==> src/logic/tinkerIsaPkg.sv <==
package tinkerIsaPkg;

    localparam int wordWidth     = 64;  // Register and data width
    localparam int instWidth     = 32;
    localparam int regIndexWidth = 5;
    localparam int literalWidth  = 12;

    typedef enum logic [4:0] {
        opAnd      = 5'h00,
        opOr       = 5'h01,
        opXor      = 5'h02,
        opNot      = 5'h03,
        opShftr    = 5'h04,
        opShftri   = 5'h05,
        opShftl    = 5'h06,
        opShftli   = 5'h07,
        opBr       = 5'h08,
        opBrr      = 5'h09,
        opBrri     = 5'h0A,
        opBrnz     = 5'h0B,
        opBrgt     = 5'h0E,
        opPriv     = 5'h0F,  // Halt
        opMovLoad  = 5'h10,
        opMovReg   = 5'h11,
        opMovLit   = 5'h12,
        opMovStore = 5'h13,
        opAdd      = 5'h18,
        opAddi     = 5'h19,
        opSub      = 5'h1A,
        opSubi     = 5'h1B,
        opMul      = 5'h1C,
        opDiv      = 5'h1D
    } opcode_e;

    // Three register fields
    typedef struct packed {
        opcode_e                  opcode;
        logic [regIndexWidth-1:0] rd;
        logic [regIndexWidth-1:0] rs;
        logic [regIndexWidth-1:0] rt;
        logic [literalWidth-1:0]  unused;
    } regForm_t;

    // Literal in the low bits, rt position unused
    typedef struct packed {
        opcode_e                                                    opcode;
        logic [regIndexWidth-1:0]                                   rd;
        logic [regIndexWidth-1:0]                                   rs;
        logic [instWidth-$bits(opcode_e)-2*regIndexWidth-literalWidth-1:0] pad;
        logic [literalWidth-1:0]                                    literal;
    } litForm_t;

    typedef union packed {
        regForm_t regForm;
        litForm_t litForm;
    } instWord_u;

endpackage

==> src/logic/tinkerCorePkg.sv <==
package tinkerCorePkg;

    localparam logic [tinkerIsaPkg::wordWidth-1:0] resetPc  = 64'h2000;
    localparam logic [tinkerIsaPkg::wordWidth-1:0] stackTop = 64'd524288;  // Register 31
    localparam int instBytes = 4;

    typedef enum logic [2:0] {
        FETCH,
        DECODE,
        EXECUTE,
        MEMORY,
        WRITEBACK,
        HALTED
    } stage_e;

    // One enable per stage, at most one set
    typedef struct packed {
        logic fetch;
        logic decode;
        logic execute;
        logic memory;
        logic writeback;
    } stageEnables_t;

    typedef struct packed {
        tinkerIsaPkg::opcode_e                      opcode;
        logic [tinkerIsaPkg::regIndexWidth-1:0]     rd;
        logic [tinkerIsaPkg::wordWidth-1:0]         operandA;
        logic [tinkerIsaPkg::wordWidth-1:0]         operandB;  // rt or literal
        logic [tinkerIsaPkg::wordWidth-1:0]         rdValue;
        logic [tinkerIsaPkg::wordWidth-1:0]         pc;
    } decoded_t;

    typedef struct packed {
        logic [tinkerIsaPkg::wordWidth-1:0] addr;
        logic [tinkerIsaPkg::wordWidth-1:0] wdata;
        logic                               read;
        logic                               write;
    } dataReq_t;

    typedef struct packed {
        logic [tinkerIsaPkg::wordWidth-1:0]     result;
        logic [tinkerIsaPkg::wordWidth-1:0]     nextPc;
        dataReq_t                               dataReq;
        logic                                   writeReg;
        logic                                   needsMemory;
        logic                                   isLoad;
        logic                                   halt;
        logic [tinkerIsaPkg::regIndexWidth-1:0] rd;
    } execResult_t;

endpackage

==> src/logic/writebackStage.sv <==
`timescale 1ns/10ps

module writebackStage (
    input  tinkerCorePkg::stageEnables_t           stageEnables,
    input  tinkerCorePkg::execResult_t             execResult,
    input  logic [tinkerIsaPkg::wordWidth-1:0]     dataRdata,
    output tinkerCorePkg::dataReq_t                dataRequest,
    output logic                                   writeEnable,
    output logic [tinkerIsaPkg::regIndexWidth-1:0] writeIndex,
    output logic [tinkerIsaPkg::wordWidth-1:0]     writeData
);
    // Strobes reach the port only in MEMORY
    always_comb begin
        dataRequest       = execResult.dataReq;
        dataRequest.read  = execResult.dataReq.read && stageEnables.memory;
        dataRequest.write = execResult.dataReq.write && stageEnables.memory;
    end

    assign writeEnable = stageEnables.writeback && execResult.writeReg;
    assign writeIndex  = execResult.rd;
    assign writeData   = execResult.isLoad ? dataRdata : execResult.result;  // Load data arrives now

    // Load data is taken only after a read request
    always_comb begin
        assert (!(writeEnable && execResult.isLoad) || execResult.dataReq.read);
    end

endmodule

==> config.mk <==
export PLATFORM = sky130hd
export DESIGN_NAME = writebackStage
export DESIGN_NICKNAME = d
export VERILOG_FILES = /design/src/logic/tinkerIsaPkg.sv /design/src/logic/tinkerCorePkg.sv /design/src/logic/writebackStage.sv
export SDC_FILE = /design/constraint.sdc
export NUM_CORES = 1
export LEC_CHECK = 0
export ABC_AREA = 1
export BUFFER_PORTS_ARGS = -buffer_cell sky130_fd_sc_hd__buf_2
export CAP_MARGIN = 10
export CORE_AREA = 4 4 204 206
export DETAILED_ROUTE_END_ITERATION = 7
export DIE_AREA = 0 0 208 210
export SYNTH_ARGS = -nofsm -noshare
export SYNTH_HDL_FRONTEND = slang
export SYNTH_SLANG_ARGS = --single-unit
export TNS_END_PERCENT = 10
==> constraint.sdc <==
create_clock -name vclk -period 1.1
set_input_delay 0.165 -clock vclk [all_inputs]
set_output_delay 0.165 -clock vclk [all_outputs]
set_load 0.005 [all_outputs]
==> results_tabular.tex <==
\begin{tabular}{lr}
\hline
Metric & Value \\
\hline
\multicolumn{2}{l}{\textbf{Finish}} \\
Diodes inserted & 0 \\
FF+latch count & 0 \\
Net count of the finished layout & 747 \\
Highest-count cells in the layout ignoring fill and taps & sky130\_fd\_sc\_hd\_\_buf\_2 (200), sky130\_fd\_sc\_hd\_\_nand2\_1 (195), sky130\_fd\_sc\_hd\_\_buf\_8 (4) \\
Number of clock-tree buffers in the layout & 0 \\
Summed area of non-filler cells in the final layout & 0.00260 mm2 \\
Number of filler cells placed in the layout & 4,774 \\
Area added between synthesis and finish & 39.5\% \\
Area taken by flip-flops and latches & 0 um2 \\
Layout cells sized above 1 & 51.6\% \\
Most common cell after layout, fill and taps aside & sky130\_fd\_sc\_hd\_\_buf\_2 \\
\multicolumn{2}{l}{\textbf{Floorplanning}} \\
Effective utilization at floorplan & about 4.7\% \\
Y dimension of the die & 210 um \\
Horizontal die dimension & $\sim$210 um \\
Area of the die & 0.0437 mm2 \\
Core Region & 0.0396 mm2 \\
Row count & 73 \\
Top Ports & 536 \\
\multicolumn{2}{l}{\textbf{Placement}} \\
HPWL after detailed placement & 8520 um \\
Total cell area at the placement stage & approximately 0.0025 mm2 \\
Port Buf Inserts & approximately 200 \\
Final weighted congestion in routability-driven placement & about 0.64 \\
\multicolumn{2}{l}{\textbf{Power}} \\
Overall power & 0.829 mW \\
P\_leak & between 1 and 1.5 nW \\
Net switching fraction of the power & 47.8\% \\
Ratio of total power to cell area & between 300 and 400 mW/mm2 \\
Net load switching power & 0.396 mW \\
Internal Dissipation & between 0.4 and 0.5 mW \\
Gate power share & 100.0\% \\
Power share of the sequential group & 0\% \\
Clock share of power & 0\% \\
Maximum ir drop on the vdd rail & 0.0606 mV \\
\multicolumn{2}{l}{\textbf{Setup path}} \\
Number of cells on the critical path & 6 \\
Signal arrival time at the worst endpoint & 860 ps \\
Buffers plus inverters on the worst setup path & 4 \\
Largest stage delay on the critical path & 160 ps \\
Maximum net fanout on the critical path & 12 \\
Cell at the slowest stage of the critical path & sky130\_fd\_sc\_hd\_\_buf\_12 \\
Worst path cell trace & buf\_8 -> clkinv\_8 -> buf\_12 -> nand2\_1 -> nand2\_1 -> buf\_2 \\
Largest delay contributor family on the critical path & buffers and inverters \\
Kind of critical path & primary input to output port \\
Library cell appearing most often on the critical path & sky130\_fd\_sc\_hd\_\_nand2\_1 \\
Required time of the critical path & 940 ps \\
Startpoint Class & primary input \\
Kind of capture point of the worst setup path & output port \\
\multicolumn{2}{l}{\textbf{Synth}} \\
Count of different cell masters after synthesis & 6 \\
Synthesized area per cell & 5.41 um2 \\
Mapped cell area & 0.00187 mm2 \\
Top area cells in the synthesized netlist & sky130\_fd\_sc\_hd\_\_buf\_4 (54\%), sky130\_fd\_sc\_hd\_\_nand2\_1 (39\%), sky130\_fd\_sc\_hd\_\_clkbuf\_8 (4.4\%) \\
Top-area cell type share of the netlist area & 53.9\% \\
Part of the Yosys area used for sequential elements & 0\% \\
Cells after Synth & around 350 \\
Mux contribution to synthesized area & 0\% \\
Area share of xor/xnor cells in the synthesized design & 0\% \\
Adder-cell area share of the yosys netlist & 0\% \\
Count of warnings emitted by yosys & 0 \\
Post-synth top area cell & sky130\_fd\_sc\_hd\_\_buf\_4 \\
Dominant combinational cell family by area after synthesis & buffers and inverters \\
Fraction of the mapped netlist area in compound gates & 0\% \\
Total nets after synthesis & between 600 and 700 \\
Simple-gate share of the synthesized area & 39.2\% \\
\multicolumn{2}{l}{\textbf{Global route}} \\
Vias in the first global route & just over 2,000 \\
Maximum number of pins on one net before global-route repair & 29 \\
Total global routing track utilization & 4.16\% \\
Met1 GRT Util & 3.63\% \\
Met3 track demand over resource in global routing & $\sim$2.1\% \\
Total global routing overflow & 0 \\
Layer with the highest usage & met2 \\
Number of antenna violations at the first check in global routing & 0 \\
Met2 GRT Util & 7.45\% \\
Wire length of the first global-routing pass & 13,700 um \\
\multicolumn{2}{l}{\textbf{STA}} \\
Slew headroom & 89.6\% \\
Final number of hold-violating endpoints & 0 \\
\# setup viols final & 0 \\
Achievable Freq & 976 MHz \\
Final critical path time including I/O delays and setup & 1020 ps \\
Period Utilization, post-route & between 90 and 100\% \\
Number of max-slew violations in the final report & 0 \\
Unrepaired setup endpoints after global routing & no \\
Slew at the pin closest to its max-slew limit & around 160 ps \\
\multicolumn{2}{l}{\textbf{CTS}} \\
Hold buffer count at CTS & 0 \\
Buffers inserted by post-CTS timing repair & 0 \\
\multicolumn{2}{l}{\textbf{Route}} \\
Routed wire length per instance & 11.7 um \\
Vias per std cell & 2.24 \\
Count of antenna-violating nets left after detailed routing & 0 \\
Detailed-routing iteration count for the pre-antenna-repair pass & 4 \\
Starting DRT DRC Count & 49 \\
Wirelength, routed & 10,900 um \\
Vias after detailed routing & 2,091 \\
Number of DRC violations after detailed routing & 0 \\
\multicolumn{2}{l}{\textbf{Worst hold path}} \\
Worst min-delay path class & primary input to output port \\
Worst hold path stage count & 0 \\
\multicolumn{2}{l}{\textbf{Outcome}} \\
Run status & finished clean \\
\multicolumn{2}{l}{\textbf{Job}} \\
Max-cap violation count & 0 \\
\hline
\end{tabular}
-- path summary, 6_finish.rpt --
check,start,endpoint,slack (ps)
min,execResult[116],dataRequest[107],330
max,execResult[6],writeData[31],80
-- through the flow --
stage | std cells | setup slack [ps] | hold WS (ps) | setup TNS, ps | utilization (%)
floorplan | 345 | 357 | 402 | 0 | -
global placement | 931 | -63.0 | 330 | -336 | 6.26
detailed placement | 931 | -63.8 | 330 | -612 | 6.26
CTS | 932 | 12.4 | 330 | 0 | 6.37
global route | 934 | 32.0 | 330 | 0 | 6.57
finish | 934 | 75.8 | 330 | 0 | 6.57
-- power groups by stage --
stage          Sequential [mW]  Combinational [mW]  Clock, mW
2_1_floorplan                0               0.683          0
6_report                     0               0.829          0
5_1_grt                      0               0.948          0
3_3_place_gp                 0               0.770          0
3_5_place_dp                 0               0.773          0
4_1_cts                      0               0.808          0
-- layer usage --
layer	part of all wire (%)	routed length [um]
met5	0	0
met4	7.1	772
met3	15	1610
met2	49	5390
met1	29	3110
-- synth_stat cells, drive strengths merged --
| cell type | n |
|---|---|
| nand2 | 195 |
| buf | 140 |
| inv | 4 |
| clkbuf | 6 |
-- kinds of logic after synthesis --
kind of cell	count (synthesis)
AND/OR/NAND/NOR	195
buffers and inverters	150
-- what timing repair did --
action,4_1_cts,5_1_grt
endpoints found under the setup margin,34,9
resized for setup,6,8
gates cloned,1,2
-- cell type report --
cell class	count	area, um2	share of cell area, %
Inverter	4	27.5	1.06
Multi-Input combinational cell	195	732	28.1
Timing Repair Buffer	210	1190	45.6
Tap cell	525	657	25.2
Note: power is estimated with default switching activity, not from simulation.
