`src/logic/tinkerIsaPkg.sv`:
```
package tinkerIsaPkg;

    localparam int wordWidth     = 64;  // Register and data width
    localparam int instWidth     = 32;
    localparam int regIndexWidth = 5;
    localparam int literalWidth  = 12;

    typedef enum logic [4:0] {
        opAnd      = 5'h00,
        opOr       = 5'h01,
        opXor      = 5'h02,
        opNot      = 5'h03,
        opShftr    = 5'h04,
        opShftri   = 5'h05,
        opShftl    = 5'h06,
        opShftli   = 5'h07,
        opBr       = 5'h08,
        opBrr      = 5'h09,
        opBrri     = 5'h0A,
        opBrnz     = 5'h0B,
        opBrgt     = 5'h0E,
        opPriv     = 5'h0F,  // Halt
        opMovLoad  = 5'h10,
        opMovReg   = 5'h11,
        opMovLit   = 5'h12,
        opMovStore = 5'h13,
        opAdd      = 5'h18,
        opAddi     = 5'h19,
        opSub      = 5'h1A,
        opSubi     = 5'h1B,
        opMul      = 5'h1C,
        opDiv      = 5'h1D
    } opcode_e;

    // Three register fields
    typedef struct packed {
        opcode_e                  opcode;
        logic [regIndexWidth-1:0] rd;
        logic [regIndexWidth-1:0] rs;
        logic [regIndexWidth-1:0] rt;
        logic [literalWidth-1:0]  unused;
    } regForm_t;

    // Literal in the low bits, rt position unused
    typedef struct packed {
        opcode_e                                                    opcode;
        logic [regIndexWidth-1:0]                                   rd;
        logic [regIndexWidth-1:0]                                   rs;
        logic [instWidth-$bits(opcode_e)-2*regIndexWidth-literalWidth-1:0] pad;
        logic [literalWidth-1:0]                                    literal;
    } litForm_t;

    typedef union packed {
        regForm_t regForm;
        litForm_t litForm;
    } instWord_u;

endpackage

```
`src/logic/tinkerCorePkg.sv`:
```
package tinkerCorePkg;

    localparam logic [tinkerIsaPkg::wordWidth-1:0] resetPc  = 64'h2000;
    localparam logic [tinkerIsaPkg::wordWidth-1:0] stackTop = 64'd524288;  // Register 31
    localparam int instBytes = 4;

    typedef enum logic [2:0] {
        FETCH,
        DECODE,
        EXECUTE,
        MEMORY,
        WRITEBACK,
        HALTED
    } stage_e;

    // One enable per stage, at most one set
    typedef struct packed {
        logic fetch;
        logic decode;
        logic execute;
        logic memory;
        logic writeback;
    } stageEnables_t;

    typedef struct packed {
        tinkerIsaPkg::opcode_e                      opcode;
        logic [tinkerIsaPkg::regIndexWidth-1:0]     rd;
        logic [tinkerIsaPkg::wordWidth-1:0]         operandA;
        logic [tinkerIsaPkg::wordWidth-1:0]         operandB;  // rt or literal
        logic [tinkerIsaPkg::wordWidth-1:0]         rdValue;
        logic [tinkerIsaPkg::wordWidth-1:0]         pc;
    } decoded_t;

    typedef struct packed {
        logic [tinkerIsaPkg::wordWidth-1:0] addr;
        logic [tinkerIsaPkg::wordWidth-1:0] wdata;
        logic                               read;
        logic                               write;
    } dataReq_t;

    typedef struct packed {
        logic [tinkerIsaPkg::wordWidth-1:0]     result;
        logic [tinkerIsaPkg::wordWidth-1:0]     nextPc;
        dataReq_t                               dataReq;
        logic                                   writeReg;
        logic                                   needsMemory;
        logic                                   isLoad;
        logic                                   halt;
        logic [tinkerIsaPkg::regIndexWidth-1:0] rd;
    } execResult_t;

endpackage

```
`src/logic/fetchStage.sv`:
```
`timescale 1ns/10ps

module fetchStage (
    input  logic                               clk,
    input  logic                               reset,
    input  tinkerCorePkg::stageEnables_t       stageEnables,
    input  logic [tinkerIsaPkg::wordWidth-1:0] nextPc,
    output logic [tinkerIsaPkg::wordWidth-1:0] pc,
    output logic                               instReq,
    output logic [tinkerIsaPkg::wordWidth-1:0] instAddr
);
    // nextPc holds the previous instruction's successor, resetPc after reset
    assign instAddr = nextPc;
    assign instReq  = stageEnables.fetch;

    // PC of the instruction in flight
    always_ff @(posedge clk or posedge reset) begin
        if (reset) begin
            pc <= tinkerCorePkg::resetPc;
        end else if (stageEnables.fetch) begin
            pc <= nextPc;
        end
    end

endmodule

```
`config.mk`:
```
export PLATFORM = sky130hd
export DESIGN_NAME = fetchStage
export DESIGN_NICKNAME = d
export VERILOG_FILES = /design/src/logic/tinkerIsaPkg.sv /design/src/logic/tinkerCorePkg.sv /design/src/logic/fetchStage.sv
export SDC_FILE = /design/constraint.sdc
export NUM_CORES = 1
export LEC_CHECK = 0
export ABC_AREA = 1
export BUFFER_PORTS_ARGS = -buffer_cell sky130_fd_sc_hd__buf_2
export CORE_MARGIN = 2
export CORE_UTILIZATION = 25
export DETAILED_ROUTE_END_ITERATION = 7
export PLACE_DENSITY = 0.64
export SYNTH_ARGS = -nofsm -noshare
export SYNTH_HDL_FRONTEND = slang
export SYNTH_SLANG_ARGS = --single-unit
```
`constraint.sdc`:
```
create_clock -name clk -period 3.4 [get_ports clk]
set_input_delay 1.02 -clock clk [delete_from_list [all_inputs] [get_ports clk]]
set_output_delay 1.02 -clock clk [all_outputs]
set_load 0.03 [all_outputs]
```
==> summary.md <==
| Metric | Value |
|---|---|
| Non-filler cells in the finished layout | `615` |
| Max frequency | `428 MHz` |
| Overall power consumption | `0.00232 W` |
| Unrepaired setup endpoints after global routing | `no` |
| Flop pwr share | `37.3%` |
| Setup violation total in the final timing report | `0` |
| TritonCTS clock tree | `built` |
| Number of unique standard cell types used by synthesis | `8` |
| Via density per instance | `3.99` |
| Total Routing Usage GR | `10.8%` |
| Actual slew at the worst max-slew pin | `1.03 ns` |
| Library cell contributing the largest single delay on the critical path | `sky130_fd_sc_hd__buf_2` |
| Clk Latency, worst-skew pair | `0.32 ns` |
| Register Area | `1600 um2` |
| Antenna violations before repair | `1` |
| Diode insertion count for antenna repair | `0` |
| CP max FO | `3` |
| Die extent in x | `112 um` |
| H-tree levels | `3` |
| Cell mode on critical path | `sky130_fd_sc_hd__buf_2` |
| Leakage power summed over all cells | `2.30 nW` |
| Post-CTS Hold Fix Bufs | `0` |
| Floorplan die height | `112 um` |
| Combined area of the multi-input logic cells | `721 um2` |
| Ratio of total power to cell area | `606 nW/um2` |
| Min cycle time layout | `2.34 ns` |
| Cell-by-cell listing of the critical path | `buf_2 -> buf_2` |
| Starting DRC count in detailed routing | `97` |
| Layout net count | `538` |
| Post-synthesis cell area | `2940 um2` |
| Fraction of final layout cells with drive strength greater than 1 | `45.3%` |
| Gate Count Post-Synth | `336` |
| Setup Total Neg Slack | `0 ns` |
| Worst-case vdd ir drop | `0.245 mV` |
| Area growth from synthesis to layout | `30.1%` |
| Quantity of gates resized following cts | `0` |
| Post-route ant nets | `0` |
| Switching share of power | `29.9%` |
| Count of buffer and inverter cells on the critical path | `2` |
| Combinational fraction of design power | `21.0%` |
| Ys Warns | `0` |
| Post-Place Cells | `599` |
| DRT Wirelength | `6660 um` |
| Clock sink total | `64` |
| Int Power | `0.00162 W` |
| Core utilization of the finished layout | `33.3%` |
| Global route overflow | `0` |
| Wire length of the first global-routing pass | `11,100 um` |
| Via count of the first global-routing pass | `2,393` |
| Maxcap violations | `0` |
| Fillers | `1,212` |
| Routed wirelength normalized by instance count | `10.8 um` |
| Io pins | `200` |
| Final max-slew violation count | `0` |
| Run status | `finished clean` |
| Final weighted congestion in routability-driven placement | `0.711` |
| Remaining max-slew budget at the tightest pin | `31.5%` |
| Type of destination of the critical path | `primary output` |
| Required arrival time at the worst endpoint | `2.38 ns` |
| IO Port Bufs | `195` |
| Clock-pin transition on the worst setup and hold timing paths | `0.05 ns` |
| Type of origin of the critical path | `input port` |
| CTS buffer count | `9` |
| Kind of cell with the highest combined delay on the critical path | `buffers and inverters` |
| Arrival time reported for the critical path endpoint | `1.32 ns` |
| Register containing the most flip-flops in the final layout | `pc` |
| Maximum clock path buffer count | `2` |
| Number of synthesized register bits | `64` |
| Part of the Yosys area used for sequential elements | `54.5%` |
| Number of hold-slack violations in the final timing report | `0` |
| FP Rows | `39` |
| Largest registers | `pc x64` |
| Root Buffer Master | `sky130_fd_sc_hd__clkbuf_16` |
| Period utilisation layout | `68.8%` |
| Placeable Area | `11,500 um2` |
| Part of the power in the clock network | `41.7%` |
| Die area | `12,600 um2` |
| Worst Clk Skew | `0 ns` |
| Hpwl dp | `4940 um` |
| Worst Hold Class | `flip-flop to flip-flop` |
| Via count | `2,455` |
| Longest individual stage delay on the worst path | `0.19 ns` |
| Drt pass-1 iters | `4` |
| Remaining DRCs | `0` |
| Maximum number of pins on one net before global-route repair | `65` |
| Syn_nets | `407` |
| Post-CTS repair timing setup buffer count | `0` |
| Switching power | `0.000694 W` |
| Worst setup path category | `input port to primary output` |
| Max FFs per register | `64` |
| Average footprint of a synthesized cell | `8.75 um2` |
| Starting utilization of the core area | `25.6%` |
-- power groups by stage --
stage | clock network [W] | logic, W | registers (W)
6_report | 0.000968 | 0.000487 | 0.000864
5_1_grt | 0.00104 | 0.000526 | 0.000874
3_3_place_gp | 0 | 0.000491 | 0.000875
3_5_place_dp | 0 | 0.000496 | 0.000877
2_1_floorplan | 0 | 0.000239 | 0.00102
4_1_cts | 0.00100 | 0.000496 | 0.000865
-- worst min-delay path: stages (launching register included) --
cell                      delay, ns
sky130_fd_sc_hd__dfrtp_1       0.33
sky130_fd_sc_hd__nand2_1       0.05
sky130_fd_sc_hd__nand2_1       0.05
-- synthesized netlist by cell type --
master | count | area [um2]
sky130_fd_sc_hd__buf_2 | 6 | 30.0
sky130_fd_sc_hd__buf_4 | 66 | 495
sky130_fd_sc_hd__clkbuf_8 | 6 | 82.6
sky130_fd_sc_hd__dfrtp_1 | 63 | 1580
sky130_fd_sc_hd__dfstp_2 | 1 | 26.3
sky130_fd_sc_hd__inv_1 | 1 | 3.75
sky130_fd_sc_hd__inv_2 | 1 | 3.75
sky130_fd_sc_hd__nand2_1 | 192 | 721
-- through the flow --
step / cell area (um2) / hold slack (ns) / setup slack [ns]
after floorplan: 2940 / 0.522 / 0.784
after global placement: 3510 / 0.450 / 1.07
after detailed placement: 3510 / 0.453 / 1.06
after CTS: 3820 / 0.464 / 1.06
after global routing: 3820 / 0.484 / 1.05
final: 3820 / 0.461 / 1.06
-- layer usage --
layer  vias to the layer above  wire length [um]  track usage, %
li1                       1207                 -               -
met2                       104              3470            19.4
met4                         0               129            5.37
met5                         -                 0               0
met3                        13               463            3.02
met1                      1131              2600            11.7
-- kinds of logic (layout without fill, tap and decap cells) --
family	Yosys count	after routing	share of synthesized area (%)
AND/OR/NAND/NOR	192	192	24.5
buffers and inverters	80	216	20.9
flip-flops	64	64	54.5
-- area by class of cell --
| type | instances | share of cell area, % |
|---|---|---|
| well taps | 143 | 4.68 |
| flip-flops and latches | 64 | 41.9 |
| clock buffers | 13 | 6.54 |
| clock inverters | 3 | 1.70 |
| inverters | 2 | 0.196 |
| multi-input cells | 192 | 18.8 |
| repair buffers | 198 | 26.1 |
-- cells in the final DEF, fill, tap and decap left out --
cell and instances:
sky130_fd_sc_hd__bufinv_16 2, sky130_fd_sc_hd__nand2_1 192, sky130_fd_sc_hd__dfrtp_1 63, sky130_fd_sc_hd__clkbuf_1 3
sky130_fd_sc_hd__buf_4 3, sky130_fd_sc_hd__buf_2 195, sky130_fd_sc_hd__dfstp_2 1, sky130_fd_sc_hd__clkbuf_8 1
sky130_fd_sc_hd__clkbuf_16 9, sky130_fd_sc_hd__inv_2 2, sky130_fd_sc_hd__clkinv_2 1
-- path summary, 6_finish.rpt --
check / startpoint / endpoint / slack (ns) / cells past startpoint
min in group asynchronous: reset / pc[39]$_DFFE_PP0P_ / 0.76 / 2
max in group asynchronous: reset / pc[35]$_DFFE_PP0P_ / 1.90 / 3
max: stageEnables[4] / instReq / 1.06 / 2
min reg2reg: pc[19]$_DFFE_PP0P_ / pc[19]$_DFFE_PP0P_ / 0.46 / 2
min: pc[19]$_DFFE_PP0P_ / pc[19]$_DFFE_PP0P_ / 0.46 / 2
max reg2reg: pc[13]$_DFFE_PP1P_ / pc[13]$_DFFE_PP1P_ / 2.67 / 2
Power figures use the tool's default switching activity.
