--- src/logic/tinkerIsaPkg.sv ---
package tinkerIsaPkg;

    localparam int wordWidth     = 64;  // Register and data width
    localparam int instWidth     = 32;
    localparam int regIndexWidth = 5;
    localparam int literalWidth  = 12;

    typedef enum logic [4:0] {
        opAnd      = 5'h00,
        opOr       = 5'h01,
        opXor      = 5'h02,
        opNot      = 5'h03,
        opShftr    = 5'h04,
        opShftri   = 5'h05,
        opShftl    = 5'h06,
        opShftli   = 5'h07,
        opBr       = 5'h08,
        opBrr      = 5'h09,
        opBrri     = 5'h0A,
        opBrnz     = 5'h0B,
        opBrgt     = 5'h0E,
        opPriv     = 5'h0F,  // Halt
        opMovLoad  = 5'h10,
        opMovReg   = 5'h11,
        opMovLit   = 5'h12,
        opMovStore = 5'h13,
        opAdd      = 5'h18,
        opAddi     = 5'h19,
        opSub      = 5'h1A,
        opSubi     = 5'h1B,
        opMul      = 5'h1C,
        opDiv      = 5'h1D
    } opcode_e;

    // Three register fields
    typedef struct packed {
        opcode_e                  opcode;
        logic [regIndexWidth-1:0] rd;
        logic [regIndexWidth-1:0] rs;
        logic [regIndexWidth-1:0] rt;
        logic [literalWidth-1:0]  unused;
    } regForm_t;

    // Literal in the low bits, rt position unused
    typedef struct packed {
        opcode_e                                                    opcode;
        logic [regIndexWidth-1:0]                                   rd;
        logic [regIndexWidth-1:0]                                   rs;
        logic [instWidth-$bits(opcode_e)-2*regIndexWidth-literalWidth-1:0] pad;
        logic [literalWidth-1:0]                                    literal;
    } litForm_t;

    typedef union packed {
        regForm_t regForm;
        litForm_t litForm;
    } instWord_u;

endpackage

--- src/logic/tinkerCorePkg.sv ---
package tinkerCorePkg;

    localparam logic [tinkerIsaPkg::wordWidth-1:0] resetPc  = 64'h2000;
    localparam logic [tinkerIsaPkg::wordWidth-1:0] stackTop = 64'd524288;  // Register 31
    localparam int instBytes = 4;

    typedef enum logic [2:0] {
        FETCH,
        DECODE,
        EXECUTE,
        MEMORY,
        WRITEBACK,
        HALTED
    } stage_e;

    // One enable per stage, at most one set
    typedef struct packed {
        logic fetch;
        logic decode;
        logic execute;
        logic memory;
        logic writeback;
    } stageEnables_t;

    typedef struct packed {
        tinkerIsaPkg::opcode_e                      opcode;
        logic [tinkerIsaPkg::regIndexWidth-1:0]     rd;
        logic [tinkerIsaPkg::wordWidth-1:0]         operandA;
        logic [tinkerIsaPkg::wordWidth-1:0]         operandB;  // rt or literal
        logic [tinkerIsaPkg::wordWidth-1:0]         rdValue;
        logic [tinkerIsaPkg::wordWidth-1:0]         pc;
    } decoded_t;

    typedef struct packed {
        logic [tinkerIsaPkg::wordWidth-1:0] addr;
        logic [tinkerIsaPkg::wordWidth-1:0] wdata;
        logic                               read;
        logic                               write;
    } dataReq_t;

    typedef struct packed {
        logic [tinkerIsaPkg::wordWidth-1:0]     result;
        logic [tinkerIsaPkg::wordWidth-1:0]     nextPc;
        dataReq_t                               dataReq;
        logic                                   writeReg;
        logic                                   needsMemory;
        logic                                   isLoad;
        logic                                   halt;
        logic [tinkerIsaPkg::regIndexWidth-1:0] rd;
    } execResult_t;

endpackage

--- src/logic/stageSequencer.sv ---
`timescale 1ns/10ps

module stageSequencer (
    input  logic                         clk,
    input  logic                         reset,
    input  tinkerCorePkg::execResult_t   execResult,
    output tinkerCorePkg::stageEnables_t stageEnables,
    output logic                         hlt
);
    tinkerCorePkg::stage_e stage;
    tinkerCorePkg::stage_e nextStage;

    always_comb begin
        nextStage = stage;
        case (stage)
            tinkerCorePkg::FETCH:  nextStage = tinkerCorePkg::DECODE;
            tinkerCorePkg::DECODE: nextStage = tinkerCorePkg::EXECUTE;
            tinkerCorePkg::EXECUTE: begin
                if (execResult.halt) nextStage = tinkerCorePkg::HALTED;
                else if (execResult.needsMemory) nextStage = tinkerCorePkg::MEMORY;
                else if (execResult.writeReg) nextStage = tinkerCorePkg::WRITEBACK;
                else nextStage = tinkerCorePkg::FETCH;  // Branches
            end
            tinkerCorePkg::MEMORY: begin
                if (execResult.isLoad) nextStage = tinkerCorePkg::WRITEBACK;
                else nextStage = tinkerCorePkg::FETCH;
            end
            tinkerCorePkg::WRITEBACK: nextStage = tinkerCorePkg::FETCH;
            default: nextStage = stage;  // HALTED holds until reset
        endcase
    end

    always_ff @(posedge clk or posedge reset) begin
        if (reset) begin
            stage <= tinkerCorePkg::FETCH;
        end else begin
            stage <= nextStage;
        end
    end

    assign stageEnables.fetch     = (stage == tinkerCorePkg::FETCH);
    assign stageEnables.decode    = (stage == tinkerCorePkg::DECODE);
    assign stageEnables.execute   = (stage == tinkerCorePkg::EXECUTE);
    assign stageEnables.memory    = (stage == tinkerCorePkg::MEMORY);
    assign stageEnables.writeback = (stage == tinkerCorePkg::WRITEBACK);
    assign hlt = (stage == tinkerCorePkg::HALTED);

    // WRITEBACK only for instructions that write a register
    assert property (@(posedge clk) disable iff (reset)
        stageEnables.writeback |-> execResult.writeReg);

endmodule

--- config.mk ---
export PLATFORM = sky130hd
export DESIGN_NAME = stageSequencer
export DESIGN_NICKNAME = d
export VERILOG_FILES = /design/src/logic/tinkerIsaPkg.sv /design/src/logic/tinkerCorePkg.sv /design/src/logic/stageSequencer.sv
export SDC_FILE = /design/constraint.sdc
export NUM_CORES = 1
export LEC_CHECK = 0
export BUFFER_PORTS_ARGS = -buffer_cell sky130_fd_sc_hd__clkbuf_2
export CORE_AREA = 2 2 107 109
export CTS_CLUSTER_SIZE = 28
export DETAILED_ROUTE_END_ITERATION = 6
export DIE_AREA = 0 0 109 111
export SLEW_MARGIN = 30
export SYNTH_ARGS = -nofsm -noshare
export SYNTH_HDL_FRONTEND = slang
export SYNTH_SLANG_ARGS = --single-unit
--- constraint.sdc ---
create_clock -name clk -period 0.9 [get_ports clk]
set_input_delay 0.09 -clock clk [delete_from_list [all_inputs] [get_ports clk]]
set_output_delay 0.09 -clock clk [all_outputs]
set_load 0.1 [all_outputs]
==> qor.txt, run 1 <==
RR Startpoint - stage[2]$_DFFE_PP0P_
Core region area - 11100 sq um
Vias in the first global route - 316
Pin count of the biggest net entering global routing - 10
Area leader, netlist - dfrtp_1
Antenna Violating Nets Remaining - 0
Final worst slack - -0.440 ns
Main synth FF type - dfrtp_1
Worst Path Arrival - 1.25 ns
Cells on worst reg2reg path - 5
RSZ-0062 raised after global routing - yes
Async SR Flop Fraction - 1.00
Starting density of the core - 0.0209
# clock sinks - 3
Post-synthesis cell count - 24
Critical path, cell by cell - buf_12 > nor3b_4 > buf_12
Yosys warning count - 0
Area Growth Syn to Fin - 250%
Fin nets - 319
Final instance area - 810 sq um
DP HPWL - 569 um
CTS root buf - clkbuf_16
Crit-path max FO - 5
Reg2Reg Capture Point - stage[2]$_DFFE_PP0P_
N_diodes - 0
Layout Utilization - 0.0731
Max incr delay on CP - 0.41 ns
Global Route Usage Sum - 0.0158
Biggest regs - stage x3
Min-delay src - execResult[6]
Global-route wire length before repair - 1.43 mm
Worst setup EP type - primary output
Failing checks - setup timing
Reg with most FFs - stage
Register area share after synthesis - 0.324
Final Slew Violations - 0
# rows - 39
Crit. path cell count - 3
Worst rel slew slack - 0.812
Routed wire length - 951 um
Hold path endpoint - stage[2]$_DFFE_PP0P_
Via Count - 296
PD cells - 4360 nW/um^2
1st-pass router iterations - 3
H-tree Lvls - 1
Starting DRT DRC Count - 3
Most used cell, CP - buf_12
PortBufs - 11
Die Width - 109 um
Register clock-pin slew on the reported worst setup and hold paths - 0.03 ns
DRC viols - 0
Die H - 111 um
Hold Slack - 0.205 ns
Least-Margin Pin Slew - 0.282 ns
TritonCTS buffer count - 3
DIE AREA - 12100 sq um
Post-Syn Nets - 293
Post-synth EDFFs - 0
Max Clock Skew - 0.00430 ns
Max reg flops - 3
DR vias/cell - 1.54
Critical path class - reg -> out
Final setup fails - 9
Initial antenna violation count - 0
Max Clock Freq - 746 MHz
Final GP Congestion - 0.670
Post-Layout Cell Count - 192
WP buf/inv - 2
Leak - 0.293 nW
CP required - 0.81 ns
Io pins - 275
Hold path depth - 3
Status - finished, violations left
Syn avg cell area - 9.64 sq um
Proportion of netlist area held by the largest area contributor - 0.324
Most frequent cell after synthesis - dfrtp_1
Fin. Hold Viols - 0
Clock buffer depth - 2
Post-Place Cell Area - 629 sq um
Worst vdd ir - 0.00195 V
Pwr Total - 3.53 mW
CTS tree - yes
Shortest period the worst path allows - 1.34 ns
WL per Instance - 4.95 um
Max cap viols - 0
GRT overflow - 0
Synth area leaders - dfrtp_1 32%, and3b_1 7.6%, a2111oi_2 6.5%
Startpoint type of the worst setup path - flop
Clk_lat worst skew - 0.23 ns
Placed Instances - 181
Layout cells sized above 1 - 0.776
R2r setup slk - -0.35 ns
Crit-path leading delay family - flip-flops
Synth unique cells - 16
Slowest-stage cell, CP - dfrtp_2
Setup WS pre-CTS - -0.297 ns
Setup TNS - -3.32 ns
Mapped cell area - 231 sq um
Final period utilization - 1.49
Worst Hold Class - in -> reg
Synthesis-stage register bit count - 3
## routing by layer
| layer | part of all wire | up-vias | global-route usage |
|---|---|---|---|
| met5 | 0 | - | 0 |
| met4 | 0.016 | 0 | 0.00513 |
| met3 | 0.084 | 2 | 0.00999 |
| met2 | 0.50 | 16 | 0.0228 |
| met1 | 0.40 | 141 | 0.0189 |
| li1 | - | 137 | - |
## kinds of logic after synthesis
group,count (synthesis),share of synthesized area
AND/OR/NAND/NOR,10,0.286
AO/OA/AOI/OAI,6,0.243
buffers and inverters,5,0.146
flip-flops,3,0.324
## layout make-up
| type | count | area (sq um) |
|---|---|---|
| Tap cell | 143 | 179 |
| Multi-Input combinational cell | 16 | 183 |
| Inverter | 2 | 7.51 |
| Timing Repair Buffer | 24 | 283 |
| Sequential cell | 3 | 78.8 |
| Clock buffer | 4 | 78.8 |
| Fill cell | 1282 | 10300 |
## tightest hold or removal path, stage by stage
cell	delay, ns
clkbuf_2	0.08
nor2_1	0.12
a211oi_2	0.08
## repair_timing
item / 4_1_cts / 5_1_grt
endpoints found under the setup margin: 9 / 9
hold endpoints to repair: 3 / 0
gates resized for setup: 7 / 5
hold buffers: 1 / 0
setup buffers: 2 / 5
pin swaps: 2 / 4
## where the power goes
group,internal (mW),switching (mW),total (mW),leakage [nW]
clock,0.585,0.129,0.714,0.0382
sequential,0.214,0.131,0.345,0.0336
combinational,1.13,1.34,2.47,0.221
## cells in the final DEF, fill, tap and decap left out
master and count:
clkbuf_2 6, nor2_1 2, clkbuf_16 3, a21oi_1 1, a211oi_2 2, buf_12 8
dfrtp_2 3, nor3_4 1, buf_4 5, a211o_1 1, clkbuf_1 1, a2111oi_4 1
dlygate4sd3_1 1, nor3b_4 3, nor3_1 1, and3b_2 2, nand2_1 1, a21o_1 1
inv_1 2, buf_6 4
## worst max path at each step
stage	start	endpoint
after CTS	stage[0]$_DFFE_PP0P_	stageEnables[2]
after global placement	stage[2]$_DFFE_PP0P_	stageEnables[4]
after detailed placement	stage[2]$_DFFE_PP0P_	stageEnables[4]
final	stage[1]$_DFFE_PP0P_	stageEnables[3]
after floorplan	stage[1]$_DFFE_PP0P_	stage[1]$_DFFE_PP0P_
after global routing	stage[0]$_DFFE_PP0P_	stageEnables[0]
Note: power is estimated with default switching activity, not from simulation.
==> inputs of run 2 (changes only) <==
--- a/config.mk
+++ b/config.mk
@@ -6,10 +6,14 @@
 export NUM_CORES = 1
 export LEC_CHECK = 0
 export BUFFER_PORTS_ARGS = -buffer_cell sky130_fd_sc_hd__clkbuf_2
+export CAP_MARGIN = 15
+export CELL_PAD_IN_SITES_DETAIL_PLACEMENT = 2
+export CELL_PAD_IN_SITES_GLOBAL_PLACEMENT = 2
 export CORE_AREA = 2 2 107 109
 export CTS_CLUSTER_SIZE = 28
 export DETAILED_ROUTE_END_ITERATION = 6
 export DIE_AREA = 0 0 109 111
+export PLACE_DENSITY_LB_ADDON = 0.1
 export SLEW_MARGIN = 30
 export SYNTH_ARGS = -nofsm -noshare
 export SYNTH_HDL_FRONTEND = slang
==> run 2 against run 1 <==
Net effect:
- the run still ends with setup timing left
- clock skew decreased by 0.0032 ns
- total power fell by 2.7%
- critical path depth stayed put
- worst hold slack improved by 0.0032 ns
- non-clock buffer count shrank 1
- die area stayed put
- global-route usage up 0.79 points
==> qor.txt, run 2 (synthesis gave the netlist of run 1 again) <==
TritonCTS buffer count - 3 (unchanged)
Met1 Wirelength - 430 um (+13%)
Critical path, cell by cell - buf_6 > nor3b_4 > buf_12
Worst Path Arrival - 1.25 ns (about the same)
Worst rel slew slack - 0.825 (+0.0124)
1st-pass router iterations - 3 (unchanged)
Slowest-stage cell, CP - dfrtp_1
Final period utilization - 1.49 (about the same)
WL per Instance - 5.92 um (+19%)
Layout Utilization - 0.0715 (-0.00158)
Pin count of the biggest net entering global routing - 8 (-2)
N_diodes - 0 (unchanged)
Final setup fails - 9 (unchanged)
Commonest non-fill, non-tap cells in the layout - 7 x buf_6, 6 x buf_12, 5 x clkbuf_2
Max incr delay on CP - 0.40 ns (about the same)
Die Width - 109 um (unchanged)
Top layer in use - met4
Fin. Hold Viols - 0 (unchanged)
Worst setup EP type - primary output
Crit-path leading delay family - flip-flops
Met2 routed WL - 580 um (+22%)
CTS tree - yes
Shortest period the worst path allows - 1.34 ns (-0.000885 ns)
Final GP Congestion - 0.544 (-19%)
Max reg flops - 3 (unchanged)
Routed wire length - 1.13 mm (+19%)
DR vias/cell - 1.47 (-4.6%)
DIE AREA - 12100 sq um (unchanged)
Layout cells sized above 1 - 0.771 (-0.00468)
Core region area - 11100 sq um (unchanged)
Hold Slack - 0.208 ns (+0.00325 ns)
Vias in the first global route - 339 (+7.3%)
Clock buffer depth - 2 (unchanged)
DRC viols - 0 (unchanged)
# rows - 39 (unchanged)
Register clock-pin slew on the reported worst setup and hold paths - 0.03 ns (about the same)
Met3 WL post-DR - 41 um (-49%)
CTS root buf - clkbuf_16
Commonest non-fill, non-tap cell in the layout - buf_6
Max Clock Skew - 0.00115 ns (-0.00315 ns)
Setup TNS - -3.12 ns (+0.203 ns)
Clk_lat worst skew - 0.23 ns (about the same)
Worst vdd ir - 0.000926 V (-53%)
Starting density of the core - 0.0209 (unchanged)
Pwr Total - 3.43 mW (-2.7%)
GRT overflow - 0 (unchanged)
Setup WS pre-CTS - -0.303 ns (-0.00595 ns)
Global Route Usage Sum - 0.0237 (+0.00793)
Max Clock Freq - 747 MHz (about the same)
PortBufs - 11 (unchanged)
Status - finished, violations left
Critical path class - reg -> out
Failing checks - setup timing
Multi-input gate area - 185 sq um (+1.4%)
Leak - 0.285 nW (-2.7%)
Initial antenna violation count - 0 (unchanged)
Die H - 111 um (unchanged)
Fin nets - 318 (-0.31%)
Final Slew Violations - 0 (unchanged)
Reg with most FFs - stage
# clock sinks - 3 (unchanged)
Io pins - 275 (unchanged)
Via Count - 281 (-5.1%)
Antenna Violating Nets Remaining - 0 (unchanged)
Global-route wire length before repair - 1.91 mm (+34%)
WP buf/inv - 2 (unchanged)
H-tree Lvls - 1 (unchanged)
Crit-path max FO - 3 (-2)
FILL cells - 1279 (-0.23%)
Starting DRT DRC Count - 6 (+3)
Max cap viols - 0 (unchanged)
Worst Hold Class - in -> reg
Storage element area - 77.6 sq um (-1.6%)
Final worst slack - -0.439 ns (+0.000885 ns)
Biggest regs - stage x3
Startpoint type of the worst setup path - flop
CP required - 0.81 ns (about the same)
Least-Margin Pin Slew - 0.263 ns (-0.0189 ns)
RSZ-0062 raised after global routing - yes
PD cells - 4330 nW/um^2 (-0.56%)
Area Growth Syn to Fin - 242%
==> run 2: changes by cell type in the layout (fill, tap and decap cells not counted), sizes merged <==
| cell | previous run | this run |
|---|---|---|
| clkbuf | 10 | 9 |
==> run 2: cell type report <==
class	instances	area share
Clock buffer	4	0.0995
Multi-Input combinational cell	16	0.234
Sequential cell	3	0.0979
Timing Repair Buffer	23	0.333
Tap cell	143	0.226
Inverter	2	0.00948
==> run 2: tightest hold or removal path, stage by stage <==
cell      delay [ns]
clkbuf_2        0.08
nor2_1          0.13
a211oi_2        0.08
==> run 2: power by group <==
| group | internal, mW | leakage (nW) | total (mW) | switching (mW) |
|---|---|---|---|---|
| registers | 0.210 | 0.0349 | 0.356 | 0.146 |
| clock network | 0.585 | 0.0382 | 0.715 | 0.130 |
| logic | 1.05 | 0.212 | 2.36 | 1.31 |
| total | 1.85 | 0.285 | 3.43 | 1.59 |
==> run 2: worst paths after layout <==
check / slack (ns) / endpoint / from / cells past startpoint
max: -0.44 / stageEnables[3] / stage[2]$_DFFE_PP0P_ / 3
min: 0.21 / stage[2]$_DFFE_PP0P_ / execResult[6] / 3
max reg2reg: -0.34 / stage[2]$_DFFE_PP0P_ / stage[2]$_DFFE_PP0P_ / 5
min reg2reg: 0.69 / stage[2]$_DFFE_PP0P_ / stage[0]$_DFFE_PP0P_ / 2
max in group asynchronous: 0.44 / stage[0]$_DFFE_PP0P_ / reset / 3
min in group asynchronous: 0.28 / stage[1]$_DFFE_PP0P_ / reset / 3
==> run 2: metrics by stage <==
step	cell area, sq um	std cells
2_1_floorplan	278	24
3_3_place_gp	632	183
3_5_place_dp	632	183
4_1_cts	756	189
5_1_grt	792	191
6_report	792	191
==> run 2: what timing repair did <==
action,4_1_cts,5_1_grt
pin swaps,2,4
hold endpoints to repair,3,0
hold buffers,1,0
buffers inserted,1,2
gates resized for setup,6,6
endpoints found under the setup margin,9,9
==> run 2: metal layers <==
| layer | vias to the layer above | GRT usage |
|---|---|---|
| li1 | 133 | - |
| met1 | 134 | 0.0228 |
| met2 | 10 | 0.0315 |
| met3 | 4 | 0.00705 |
| met4 | 0 | 0.0385 |
| met5 | - | 0 |
==> inputs of run 3 (changes only) <==
--- a/config.mk
+++ b/config.mk
@@ -9,10 +9,11 @@
 export CAP_MARGIN = 15
 export CELL_PAD_IN_SITES_DETAIL_PLACEMENT = 2
 export CELL_PAD_IN_SITES_GLOBAL_PLACEMENT = 2
-export CORE_AREA = 2 2 107 109
+export CORE_AREA = 3 3 105 107
+export CTS_BUF_LIST = sky130_fd_sc_hd__clkbuf_8
 export CTS_CLUSTER_SIZE = 28
 export DETAILED_ROUTE_END_ITERATION = 6
-export DIE_AREA = 0 0 109 111
+export DIE_AREA = 0 0 108 110
 export PLACE_DENSITY_LB_ADDON = 0.1
 export SLEW_MARGIN = 30
 export SYNTH_ARGS = -nofsm -noshare
==> run 3 against run 2 <==
Net effect:
- the flow still finishes with violations (setup timing)
- worst hold slack improved by 0.00062 ns
- clock-buffer cell count decreased by 1
- wire length down 0.71%
- combinational power down 5%
- maximum frequency is 1.7% higher
- die area down 1.8%
- via count shrank 4.3%
- sequential share of layout area up 0.95 points
- clock power fell by 48%
- first-iteration DRC count down 67%
- cell area is 8.8% lower
- highest routed layer unchanged
==> qor.txt, run 3 (synthesis gave the netlist of run 1 again) <==
Crit-path max FO - 7 (+4)
Final period utilization - 1.46 (-0.0247)
# rows - 37 (-5.1%)
Vias in the first global route - 319 (-5.9%)
Area Growth Syn to Fin - 212%
Layout cells sized above 1 - 0.733 (-0.0375)
Pwr Total - 2.99 mW (-13%)
Startpoint type of the worst setup path - flop
Layout Utilization - 0.0706 (-0.000937)
Clock buffer depth - 2 (unchanged)
DIE AREA - 11900 sq um (-1.8%)
Final setup fails - 9 (unchanged)
Final Slew Violations - 0 (unchanged)
Via Count - 269 (-4.3%)
Io pins - 275 (unchanged)
Crit path from - stage[2]$_DFFE_PP0P_
Global-route wire length before repair - 1.88 mm (-1.8%)
Reg with most FFs - stage
Worst Hold Class - in -> reg
CTS root buf - clkbuf_8
N_diodes - 0 (unchanged)
PD cells - 4140 nW/um^2 (-4.5%)
Core region area - 10200 sq um (-7.6%)
Fin nets - 315 (-0.94%)
Biggest regs - stage x3
Starting DRT DRC Count - 2 (-4)
Routed wire length - 1.12 mm (-0.71%)
Fin. Hold Viols - 0 (unchanged)
# clock sinks - 3 (unchanged)
Max Clock Skew - 0.000207 ns (-0.000946 ns)
H-tree Lvls - 1 (unchanged)
CTS tree - yes
RR Startpoint - stage[2]$_DFFE_PP0P_
Global Route Usage Sum - 0.0238 (+0.000111)
Worst vdd ir - 0.000901 V (-2.7%)
Status - finished, violations left
DRC viols - 0 (unchanged)
Starting density of the core - 0.0226 (+0.00173)
Die Width - 108 um (-0.92%)
Leak - 0.258 nW (-9.3%)
Worst setup EP type - primary output
WL per Instance - 6.20 um (+4.8%)
Final GP Congestion - 0.560 (+2.9%)
TritonCTS buffer count - 3 (unchanged)
Antenna Violating Nets Remaining - 0 (unchanged)
Failing checks - setup timing
Worst Path Arrival - 1.23 ns (-0.02 ns)
Die H - 110 um (-0.90%)
CP required - 0.81 ns (about the same)
1st-pass router iterations - 2 (-1)
PortBufs - 11 (unchanged)
Max cap viols - 0 (unchanged)
Register clock-pin slew on the reported worst setup and hold paths - 0.03 ns (about the same)
Pin count of the biggest net entering global routing - 8 (unchanged)
Initial antenna violation count - 0 (unchanged)
DR vias/cell - 1.49 (+1.0%)
R2r setup slk - -0.33 ns (about the same)
Clk_lat worst skew - 0.21 ns (-0.02 ns)
Max Clock Freq - 760 MHz (+1.7%)
Final worst slack - -0.417 ns (+0.0222 ns)
Min-delay src - execResult[6]
Least-Margin Pin Slew - 0.258 ns (-0.00505 ns)
Worst rel slew slack - 0.828 (+0.00355)
Shortest period the worst path allows - 1.32 ns (-0.0222 ns)
RSZ-0062 raised after global routing - yes
Commonest non-fill, non-tap cell in the layout - buf_12
Commonest non-fill, non-tap cells in the layout - 7 x buf_12, 5 x clkbuf_2, 4 x buf_4
GRT overflow - 0 (unchanged)
Max reg flops - 3 (unchanged)
Critical path class - reg -> out
-- run 3: changes by cell type in the layout (fill, tap and decap cells not counted), sizes merged --
| cell | before | now |
|---|---|---|
| clkbuf | 9 | 8 |
| buf | 17 | 14 |
| inv | 2 | 3 |
-- run 3: worst paths after layout --
| path | to | cells after the start |
|---|---|---|
| worst max-delay path | hlt | 3 |
| worst min-delay path | stage[2]$_DFFE_PP0P_ | 3 |
| worst max register to register | stage[1]$_DFFE_PP0P_ | 4 |
| worst min register to register | stage[2]$_DFFE_PP0P_ | 2 |
| max in group asynchronous | stage[2]$_DFFE_PP0P_ | 3 |
| min in group asynchronous | stage[0]$_DFFE_PP0P_ | 3 |
-- run 3: layout make-up --
type | instances | area (sq um)
inverters | 2 | 7.51
clock buffers | 3 | 41.3
clock inverters | 1 | 3.75
well taps | 136 | 170
repair buffers | 20 | 239
fillers | 1181 | 9510
flip-flops and latches | 3 | 77.6
multi-input cells | 16 | 183
-- run 3: routing by layer --
layer | global-route usage | vias up | share of wire
met1 | 0.0246 | 132 | 0.36
met3 | 0.00524 | 2 | 0.041
met2 | 0.0324 | 9 | 0.53
met5 | 0 | - | 0
met4 | 0.0379 | 0 | 0.068
li1 | - | 126 | -
-- run 3: power by group --
group	internal, mW	switching [mW]	total (mW)
Combinational	0.968	1.28	2.25
Clock	0.290	0.0831	0.373
Sequential	0.209	0.160	0.370
Total	1.47	1.52	2.99
-- run 3: timing repair --
item / in CTS / in global routing
endpoints found under the setup margin: 9 / 9
endpoints found under the hold margin: 3 / 0
hold buffers: 1 / 0
resized for setup: 7 / 1
pin swaps: 4 / 4
buffers inserted: 1 / 3
-- run 3: worst max-delay path: stages (launching register included) --
cell and delay [ns]:
dfrtp_2 0.47, buf_4 0.16, and3b_2 0.22, buf_12 0.16
-- run 3: through the flow --
step	std cells	cell area (sq um)	TNS (ns)	worst slack, ns	hold slack, ns
after floorplan	24	278	-3.65	-0.700	-0.156
after global placement	173	601	-2.35	-0.309	-0.0145
after detailed placement	173	601	-2.30	-0.303	-0.0218
after CTS	179	694	-3.09	-0.433	0.221
after global routing	181	722	-3.79	-0.468	0.268
final	181	722	-3.24	-0.417	0.209
